**config.mk**
```make
export PLATFORM = sky130hd
export DESIGN_NAME = fetch_front
export DESIGN_NICKNAME = d
export VERILOG_FILES = /design/src/fetch_pkg.sv /design/src/pc_gen.sv /design/src/pipe_reg.sv /design/src/fetch_align.sv /design/src/fetch_front.sv
export VERILOG_INCLUDE_DIRS = /design/src
export SDC_FILE = /design/constraint.sdc
export NUM_CORES = 1
export LEC_CHECK = 0
export ABC_AREA = 1
export BUFFER_PORTS_ARGS = -buffer_cell sky130_fd_sc_hd__buf_2
export CORE_MARGIN = 1.5
export CORE_UTILIZATION = 59
export DETAILED_ROUTE_END_ITERATION = 6
export GPL_TIMING_DRIVEN = 0
export PLACE_DENSITY = 0.92
export SETUP_SLACK_MARGIN = 0.02
export SYNTH_ARGS = -nofsm -noshare
export SYNTH_HDL_FRONTEND = slang
export SYNTH_SLANG_ARGS = --single-unit
```
**constraint.sdc**
```tcl
create_clock -name clk -period 9.67 [get_ports clk]
set_clock_uncertainty 0.1 [all_clocks]
set_input_delay 0.4835 -clock clk [delete_from_list [all_inputs] [get_ports clk]]
set_output_delay 0.4835 -clock clk [all_outputs]
set_load 0.03 [all_outputs]
```
**src/fetch_macros.svh**
```systemverilog
`ifndef FETCH_MACROS_SVH
`define FETCH_MACROS_SVH

// first fetch address after reset
`define RESET_PC 32'hBFC0_0000

// instruction address width
`define ADDR_W 32

// instruction bus data width, one dual-issue word
`define BUS_W 64

// instructions delivered per fetch
`define FETCH_SLOTS 2

// bytes consumed per fetch
`define PC_STEP 8

`endif

```
**src/fetch_pkg.sv**
```systemverilog
`include "fetch_macros.svh"

package fetch_pkg;

    // instruction bus request, held until addr_ok
    typedef struct packed {
        logic              valid;
        logic [`ADDR_W-1:0] addr;
    } ibus_req_t;

    // data follows addr_ok by one cycle
    typedef struct packed {
        logic              addr_ok;
        logic [`BUS_W-1:0] data;
    } ibus_resp_t;

    // resolved branch target from a later stage
    typedef struct packed {
        logic               valid;
        logic [`ADDR_W-1:0] target;
    } redirect_t;

    // F1 entry, waiting for its bus word
    typedef struct packed {
        logic               valid;
        logic [`ADDR_W-1:0] pc;
        logic               exc;
    } fetch1_t;

    // one instruction slot towards decode
    typedef struct packed {
        logic               valid;
        logic [`ADDR_W-1:0] pc;
        logic [31:0]        instr;
        logic               exc;
    } fetch_slot_t;

    // slot 1 holds the lower address
    typedef fetch_slot_t [`FETCH_SLOTS-1:0] fetch_pair_t;

endpackage

```
**src/pc_gen.sv**
```systemverilog
`timescale 1ns/100ps

`include "fetch_macros.svh"

module pc_gen (
    input  logic                 clk,
    input  logic                 reset,
    input  logic                 hold,
    input  fetch_pkg::redirect_t  redirect,
    input  fetch_pkg::ibus_resp_t iresp,
    output fetch_pkg::ibus_req_t  ireq,
    output fetch_pkg::fetch1_t    f1_next
);

    // current fetch address
    logic [`ADDR_W-1:0] pc;
    logic [`ADDR_W-1:0] pc_next;
    logic [`ADDR_W-1:0] pc_succ;

    // low two bits set means the fetch cannot go to the bus
    logic misaligned;

    // request taken by the bus this cycle
    logic accept;

    // misaligned pc consumed without a bus request
    logic skip;

    assign misaligned = pc[1:0] != 2'b00;
    assign pc_succ    = pc + `ADDR_W'(`PC_STEP);

    // request path
    always_comb begin
        ireq.valid = ~hold & ~misaligned;
        ireq.addr  = pc;
    end

    assign accept = ireq.valid & iresp.addr_ok;
    assign skip   = misaligned & ~hold;

    // next pc selection, a redirect wins over stepping
    always_comb begin
        pc_next = pc;
        if (redirect.valid) begin
            pc_next = redirect.target;
        end else if (accept || skip) begin
            pc_next = pc_succ;
        end
    end

    always_ff @(posedge clk) begin
        if (reset) begin
            pc <= `RESET_PC;
        end else begin
            pc <= pc_next;
        end
    end

    // F1 entry for the address leaving this stage
    // misaligned entries carry the exception flag instead of a bus word
    always_comb begin
        f1_next.pc  = pc;
        f1_next.exc = misaligned;
        if (redirect.valid) begin
            // the fetch on a redirect cycle belongs to the old path
            f1_next.valid = 1'b0;
        end else begin
            f1_next.valid = accept | skip;
        end
    end

endmodule

```
**src/pipe_reg.sv**
```systemverilog
`timescale 1ns/100ps

module pipe_reg #(
    parameter type T = logic
) (
    input  logic clk,
    input  logic reset,
    input  logic en,
    input  logic flush,
    input  T     d,
    output T     q
);

    // stage contents
    T q_r;

    // flush drops the entry even when the stage is stalled
    always_ff @(posedge clk) begin
        if (reset || flush) begin
            q_r <= '0;
        end else if (en) begin
            q_r <= d;
        end
    end

    assign q = q_r;

endmodule

```
**src/fetch_align.sv**
```systemverilog
`timescale 1ns/100ps

`include "fetch_macros.svh"

module fetch_align (
    input  logic                  clk,
    input  logic                  reset,
    input  fetch_pkg::fetch1_t    f1,
    input  fetch_pkg::ibus_resp_t iresp,
    input  fetch_pkg::fetch_pair_t fetch_out,
    input  logic                  dec_ready,
    output logic                  hold,
    output fetch_pkg::fetch_pair_t pair_next
);

    // bus word kept while the output stage is stalled
    logic [`BUS_W-1:0] word_save;
    logic              word_saved;

    // word actually split into slots this cycle
    logic [`BUS_W-1:0] word;

    // first hold cycle with a live F1 entry
    logic capture;

    // decode is not taking a valid pair
    assign hold = fetch_out[`FETCH_SLOTS-1].valid & ~dec_ready;

    assign capture = hold & f1.valid & ~word_saved;

    always_ff @(posedge clk) begin
        if (reset) begin
            word_saved <= 1'b0;
        end else if (capture) begin
            word_saved <= 1'b1;
        end else if (!hold) begin
            word_saved <= 1'b0;
        end
    end

    // bus word from the first hold cycle
    always_ff @(posedge clk) begin
        if (capture) begin
            word_save <= iresp.data;
        end
    end

    // the bus only returns the word once
    assign word = word_saved ? word_save : iresp.data;

    // slot split
    // slot FETCH_SLOTS-1 takes the low half at f1 pc,
    // slot 0 the high half at the highest address
    always_comb begin
        for (int i = 0; i < `FETCH_SLOTS; i++) begin
            pair_next[`FETCH_SLOTS-1-i].valid = f1.valid;
            pair_next[`FETCH_SLOTS-1-i].pc    = f1.pc + `ADDR_W'(4 * i);
            pair_next[`FETCH_SLOTS-1-i].exc   = f1.exc;
            if (f1.exc) begin
                // no bus word exists for a misaligned fetch
                pair_next[`FETCH_SLOTS-1-i].instr = 32'h0;
            end else begin
                pair_next[`FETCH_SLOTS-1-i].instr = word[32*i +: 32];
            end
        end
    end

endmodule

```
**src/fetch_front.sv**
```systemverilog
`timescale 1ns/100ps

module fetch_front (
    input  logic                   clk,
    input  logic                   reset,
    input  fetch_pkg::ibus_resp_t  iresp,
    input  fetch_pkg::redirect_t   redirect,
    input  logic                   dec_ready,
    output fetch_pkg::ibus_req_t   ireq,
    output fetch_pkg::fetch_pair_t fetch_out
);

    import fetch_pkg::*;

    // pc stage to F1 register
    fetch1_t f1_next;
    fetch1_t f1;

    // align stage to output register
    fetch_pair_t pair_next;

    // decode back-pressure, freezes both stages
    logic hold;

    pc_gen u_pc_gen (
        .clk      (clk),
        .reset    (reset),
        .hold     (hold),
        .redirect (redirect),
        .iresp    (iresp),
        .ireq     (ireq),
        .f1_next  (f1_next)
    );

    // F1 entry waits here for its bus word
    pipe_reg #(
        .T (fetch1_t)
    ) u_f1_reg (
        .clk   (clk),
        .reset (reset),
        .en    (~hold),
        .flush (redirect.valid),
        .d     (f1_next),
        .q     (f1)
    );

    fetch_align u_fetch_align (
        .clk       (clk),
        .reset     (reset),
        .f1        (f1),
        .iresp     (iresp),
        .fetch_out (fetch_out),
        .dec_ready (dec_ready),
        .hold      (hold),
        .pair_next (pair_next)
    );

    // pair presented to decode
    pipe_reg #(
        .T (fetch_pair_t)
    ) u_out_reg (
        .clk   (clk),
        .reset (reset),
        .en    (~hold),
        .flush (redirect.valid),
        .d     (pair_next),
        .q     (fetch_out)
    );

endmodule

```
After elaboration in Yosys (flattened, before gate mapping)
Index checks and enable logic that the tools add are counted.

Memory bits (read-only): 0. Output and inout bits: 165. Memories kept: 0. Bits in registers: 261. Memory bits (writable): 0. Word-level logic and storage cells: 38. Latch bits: 0.

Equal/unequal tests: 1. Bitwise operators: 11. Magnitude comparators: 0. Divide/modulo/power cells: 0. Multipliers: 0. Reduce and logical (&&, ||, !) cells: 4. Shifts and indexed selects: 0. Add/subtract/negate cells: 2. Muxes and demuxes: 8.

Operator list (count): $mux 32 (4); $mux 64 (1); $add 32x3->32 const B (1); $add 32x4->32 const B (1); $and 1x1->1 (6); $not 1->1 (4); $reduce_bool 2->1 (2); $mux 1 (3); $logic_or 1x1->1 (2); $ne 2x2->1 const B (1); $or 1x1->1 (1).

Logic depth before layout (Yosys ltp)
Gate-level depths: netlist of run 1.

Word-level depth: 8. Gate-level depth with buffers: 10. Mapped depth without buffers: 10.

Hierarchy
Synthesis of run 1 repeated with hierarchy kept, for this count alone.

Cell total of the unflattened synthesis: 1952. Area, all modules: 13417.9 um^2.

Modules (own cells, without submodules): pipe_reg (u_out_reg) (sequential area each 2642.5 um^2, area an instance 5397.7 um^2, cells each 836, times used 1); fetch_align (sequential area each 1941.9 um^2, area an instance 4051.4 um^2, cells each 492, times used 1); pc_gen (sequential area each 640.6 um^2, area an instance 2547.4 um^2, cells each 407, times used 1); pipe_reg (u_f1_reg) (sequential area each 680.7 um^2, area an instance 1417.6 um^2, cells each 216, times used 1); fetch_front (sequential area each 0.0 um^2, area an instance 3.8 um^2, cells each 1, times used 1).

Worst setup path before layout of run 1
Ideal clock, no wire load.

Path kind: reg2reg. From: register u_out_reg.q_r, in the netlist u_out_reg.q[131]. To: register u_fetch_align.word_save[0] (enable). Cell stages (with the launch flop): 7. Setup time: 486 ps. Period minus slack after synthesis: 4455 ps. Path slack: 5215 ps. Path buffers: 2. Arrival time: 3869 ps. Required time: 9084 ps. Path through: dfxtp_1 -> inv_1 -> nor2_4 -> buf_2 -> buf_2 -> nand2_1 -> nor2_1.

Longest elaborated chain between the ends: 3.

Ends and longest elaborated chain: start, declared (RTL line pipe_reg.sv:15) `T q_r;`; start signal, assigned (RTL line pipe_reg.sv:20) `q_r <= '0;`; start signal, assigned (RTL line pipe_reg.sv:22) `q_r <= d;`; $and 1x1->1 (RTL line fetch_align.sv:27) `` assign hold = fetch_out[`FETCH_SLOTS-1].valid & ~dec_ready; ``; $and 1x1->1 (2 in a row) (RTL line fetch_align.sv:29) `assign capture = hold & f1.valid & ~word_saved;`; named net u_fetch_align.capture (RTL line fetch_align.sv:24) `logic capture;`; end signal, assigned (RTL line fetch_align.sv:44) `word_save <= iresp.data;`; end, declared (RTL line fetch_align.sv:17) `` logic [`BUS_W-1:0] word_save; ``.

The timed path passes the listed nets, and every way through them passes these cells. A chain may end at the register's enable or synchronous reset.

Worst setup path after layout of run 1
From: register u_out_reg.q_r, in the netlist u_out_reg.q[131]. To: register u_fetch_align.word_save[63] (enable).

The elaborated chain is that of the path after synthesis.

==> metrics.cfg, run 1 <==
[setup_path]
cpMaxStageDelayCell=nor2_4
critical_path_buf_inv_count=4
critPathKind=reg -> reg
crit_chain=inv_1, nor2_4, buf_2, buf_2, nand2_1, nor2_4, buf_12
slowest_delay_ns=0.77
cp.depth=7
crit_family=simple AND/OR/NAND/NOR gates
critPathRequiredTime_ns=9.81
arrival_ns=3.09
worst_setup_path_start_kind=flop
endpoint_kind=flop
worstPathMaxFanout=34
rr_worst_depth=7

[status]
status=completed

[sta]
fmax_mhz=339
slew_headroom_pct=33.8
rsz0062_at_grt=no
finalCritPeriodShare_pct=30.5
tns_ns=0
min_period_ns=2.95
final-setup-viol-count=0
final_hold_viol_count=0
slew_violations=0
tightest_slew_ns=0.990

[die]
die_w_um=144
die-area_um2=20600
die_y_um=144
ios=266
floorplan.initialDensity_pct=60.0
rows=51
coreArea_um2=19500

[synthesis]
synth_edf_count=64
synth_cell_types=35
ys.warnings.count=0
yosysSeqAreaShare_pct=49.9
synth_nets=1528
synth_top_flop_cell=dfxtp_1
synth.cell_area_um2=11700
async_flop_share_pct=0
ys_ff_latch=259
syn_avg_cell_area_um2=8.19
synth_top_area_share_pct=33.4
yosys-top-cells-area=dfxtp_1, edfxtp_1, nand2_1, mux2_2, a21oi_1
synth_cells=1425
synth_largest_area_cell=dfxtp_1

[cts]
post_cts_resized=0
clock_sinks=259
clk_path_buf_depth=3
post_cts_buffers=0
cts_tree=done
cts.clk_slew.worst_paths_ns=0.06
cts_buffers=27
cts_hold_buffers=0
h-tree-depth=1
root_buffer=clkbuf_16
insertion_delay_ns=0.55

[grt]
grt_util_all_layers_pct=36.0
overflow=0
antenna_found_initial=0
grt_first_pass_wirelength_mm=57.1
grt_max_degree=35
grt_pass1_vias=10653

[detailed_routing]
via_per_inst=5.59
drt_iter0_markers=836
wl_per_cell_um=19.0
drt-total-wl_mm=38.0
drtPass1Iterations=7
drc=0
ant_nets=0
vias=11209

[layout]
syn_to_final_growth_pct=22.6
n_fill_cell=1404
diodes=0
multi_input_area_um2=4840
nets=1823
regArea_um2=5830
drive_above_1_share_pct=29.9
fin_cells=2006

[placement]
dp_cells=1956
routabilityCongestion=0.961
port_buffers=265
dpl.hpwl_mm=26.7

[power_and_ir_drop]
power_leakage_nw=6.41
ir_drop_v=0.000118
pwr_density_cell_nw_per_um2=178

[min_path]
whs_path_depth=1
min_path_type=in -> reg

[run]
drv_cap=0

synthesized netlist by cell type (11+ instances only):
master and n:
xor2_1 12, nor2_1 117, o21ai_0 86, edfxtp_1 64, buf_4 44, a21oi_1 142, nand2_1 385, nor2_4 13
nor2_2 17, dfxtp_1 195, buf_2 40, nand3_1 63, nand2_2 11, clkbuf_1 20, mux2_2 64, inv_1 97
worst reg2reg max path, cell delays in order (launching register included):
cell	delay, ns
dfxtp_1	0.42
inv_1	0.10
nor2_4	0.17
buf_2	0.29
buf_2	0.30
nand2_1	0.16
nor2_4	0.77
buf_12	0.32
path summary, 6_finish.rpt:
check | from | to | slack (ns)
worst min-delay path | iresp[41] | u_fetch_align.word_save[41] | 0.02
worst max-delay path | u_out_reg.q[131] | u_fetch_align.word_save[63] | 6.72
worst min register to register | u_out_reg.q[77] | u_out_reg.q[77] | 0.36
worst max register to register | u_out_reg.q[131] | u_fetch_align.word_save[63] | 6.72
registers in the layout, indices dropped and copies added (netlist names):
signal / cells
u_f1_reg.q: 34
u_fetch_align.word_save: 64
u_fetch_align.word_saved: 1
u_out_reg.q: 128
u_pc_gen.pc: 32
final cells by class:
class,count,area share [%]
buffer,107,4.42
clock buffer,33,5.31
clock inverter,17,1.34
inverter,103,2.70
multi-input combinational,956,33.8
sequential,259,40.7
tap,265,2.32
timing repair buffer,266,9.41
power by group:
| group | internal [mW] | leakage, nW | total (mW) | switching (mW) |
|---|---|---|---|---|
| Clock | 0.644 | 0.461 | 1.10 | 0.454 |
| Combinational | 0.0933 | 3.78 | 0.270 | 0.176 |
| Sequential | 1.14 | 2.17 | 1.18 | 0.0385 |
layer usage:
layer  share of wire [%]  vias to the layer above  global-route usage (%)
li1                    -                     5202                       -
met1                  38                     5236                    42.8
met2                  47                      615                    60.6
met3                  10                      156                    9.46
met4                 5.0                        0                    17.0
met5                   0                        -                       0
per-stage QoR:
step | util (%) | setup WS (ns) | power [mW] | hold WS, ns | instance area [um^2]
final | 73.5 | 6.72 | 2.55 | 0.0207 | 14300
after detailed placement | 68.6 | 6.66 | 1.46 | 0.353 | 13400
after CTS | 73.5 | 6.76 | 2.54 | 0.0153 | 14300
after global routing | 73.5 | 6.62 | 2.61 | 0.0150 | 14300
after global placement | 68.5 | 3.66 | 1.45 | 0.349 | 13300
after floorplan | - | 5.21 | 1.36 | 0.341 | 11700
cells by family after synthesis:
kind of cell	count (synthesis)	share of synthesized area, %
AOI/OAI and AO/OA	250	11.0
buffers and inverters	210	8.72
DFF	259	49.9
xor gates and xnor gates	18	1.35
muxes	64	6.17
adders and majority gates	2	0.214
and+or+nand+nor	622	22.6
layout by cell type (no fill, tap or decap), types with 7 or more instances in the layout:
cell       Yosys  routed
nand4_1        9       9
nor2_1       117     116
nand2_1      385     385
o21ai_0       86      86
clkbuf_16      0      28
a31oi_1        7       7
dfxtp_1      195     195
nor2_4        13      14
nand3_1       63      63
mux2_2        64      64
buf_4         44      44
xor2_1        12      12
inv_1         97      97
edfxtp_1      64      64
nor2_2        17      17
buf_2         40     305
a21oi_1      142     142
clkbuf_1      20      21
nand2_2       11      11
(Power assumes the default switching activity.)
==> inputs of run 2 (changes only) <==
Settings changed: CORE_UTILIZATION 59 to 49, PLACE_DENSITY 0.92 to 0.82.
Clock period 9.67 ns to 2.5 ns, I/O delays scaled along.
==> metrics.cfg, run 2 (synthesis gave the netlist of run 1 again) <==
[status]
status=completed

[layout]
fin_cells=2167
multi_input_area_um2=4840
largest_reg_flops=128
n_fill_cell=1881
final_common_cell=nand2_1
nets=1928
syn_to_final_growth_pct=32.3
layout_common_cells=nand2_1, buf_2, dfxtp_1
regArea_um2=5830
drive_above_1_share_pct=28.2

[cts]
clock_sinks=259
h-tree-depth=1
root_buffer=clkbuf_16
clk_path_buf_depth=3
post_cts_resized=0
cts.clk_slew.worst_paths_ns=0.05
insertion_delay_ns=0.55
cts_tree=done
cts_buffers=28

[die]
coreArea_um2=23400
ios=266
rows=56
die_y_um=157
die_w_um=157
floorplan.initialDensity_pct=49.9
die-area_um2=24800

[sta]
fmax_mhz=432
tns_ns=0
setup_ws_ns=0.188
min_period_ns=2.31
rsz0062_at_grt=no
final-setup-viol-count=0
slew_violations=0
final_hold_viol_count=0
tightest_slew_ns=0.685
slew_headroom_pct=54.3
finalCritPeriodShare_pct=92.5

[setup_path]
endpoint_kind=output pin
rr_worst_depth=6
r2r_end=u_fetch_align.word_save[51]
cpMaxStageDelayCell=dfxtp_4
arrival_ns=2.09
rrSetupSlack_ns=0.25
worstPathMaxFanout=10
critPathRequiredTime_ns=2.28
slowest_delay_ns=0.38
critPathKind=reg -> out
cp_common_cell=buf_2
crit_chain=inv_1, nor2_4, buf_4, buf_2, nor3_1, buf_2
worst_setup_path_start_kind=flop
r2r-start=u_out_reg.q[131]

[detailed_routing]
vias=11645
drtPass1Iterations=6
ant_nets=0
drc=0
met2WireLength_mm=19.5
via_per_inst=5.37
wl_met3_mm=3.88
drt_iter0_markers=1092
drt-total-wl_mm=40.8
top_layer_used=met4
wl_per_cell_um=18.8
met1_length_mm=15.9

[min_path]
min_path_type=in -> reg
whs_path_depth=5
hold-path-endpoint=u_f1_reg.q[33]
min_from=dec_ready

[grt]
grt_util_all_layers_pct=32.0
antenna_found_initial=2
overflow=0
grt_max_degree=24
grt_first_pass_wirelength_mm=61.3
grt_pass1_vias=11293

[placement]
routabilityCongestion=0.953
dpl.hpwl_mm=27.6
preCtsSetupSlack_ns=-0.159
dp_cells=2011
port_buffers=265

[power_and_ir_drop]
ir_drop_v=0.000418
power_leakage_nw=6.84
pwr_density_cell_nw_per_um2=649

[run]
drv_cap=0

## run 2: cell types whose count changed in the layout (fill, tap and decap cells not counted), sizes merged
cell / previous run / this run
dlygate4sd3: 0 / 101
clkinv: 10 / 9
buf: 353 / 355
nor2: 147 / 148
clkbuf: 53 / 57
diode: 0 / 1
inv: 103 / 102
## run 2: worst max-delay path by stage
stage,startpoint,endpoint,depth (start not counted)
finish,u_out_reg.q[131],ireq[32],6
detailed placement,u_out_reg.q[131],u_fetch_align.word_save[3],8
floorplan,u_out_reg.q[131],u_fetch_align.word_save[0],6
CTS,u_out_reg.q[131],ireq[32],6
global placement,u_out_reg.q[131],u_fetch_align.word_save[3],6
global route,u_out_reg.q[131],ireq[32],6
## run 2: worst max-delay path: cells and delay by family, from the launching register on
kind,cells,cell delay (ns)
DFF,1,0.38
buffers and inverters,4,0.86
and+or+nand+nor,2,0.31
## run 2: where the power goes
| part | internal (mW) | switching (mW) |
|---|---|---|
| logic | 0.466 | 0.711 |
| registers | 4.42 | 0.152 |
| clock network | 2.53 | 1.74 |
## run 2: stage by stage
stage | cell area [um^2] | utilization (%) | total power, mW | hold WS (ns)
after floorplan | 11700 | - | 5.27 | 0.124
after global placement | 13400 | 57.3 | 5.63 | 0.215
after detailed placement | 13500 | 57.5 | 5.66 | 0.216
after CTS | 15400 | 66.0 | 9.98 | 0.0248
after global routing | 15400 | 66.0 | 10.3 | 0.0750
final | 15400 | 66.0 | 10.0 | 0.0432
## run 2: metal layers
layer  up-vias  global-route usage (%)
li1       5424                       -
met1      5448                    37.9
met2       638                    55.7
met3       135                    7.52
met4         0                    13.0
met5         -                       0
## run 2: area by class of cell
type,instances,area share (%)
timing repair buffer,369,15.5
clock buffer,37,5.10
tap,319,2.59
clock inverter,15,1.05
antenna,1,0.0162
inverter,103,2.50
buffer,107,4.13
sequential,259,37.8
multi-input combinational,957,31.4
## run 2: timing repair
action | 4_1_cts | 5_1_grt
hold buffers | 101 | 0
setup buffers | 1 | 0
endpoints found under the setup margin | 22 | 0
endpoints found under the hold margin | 161 | 0
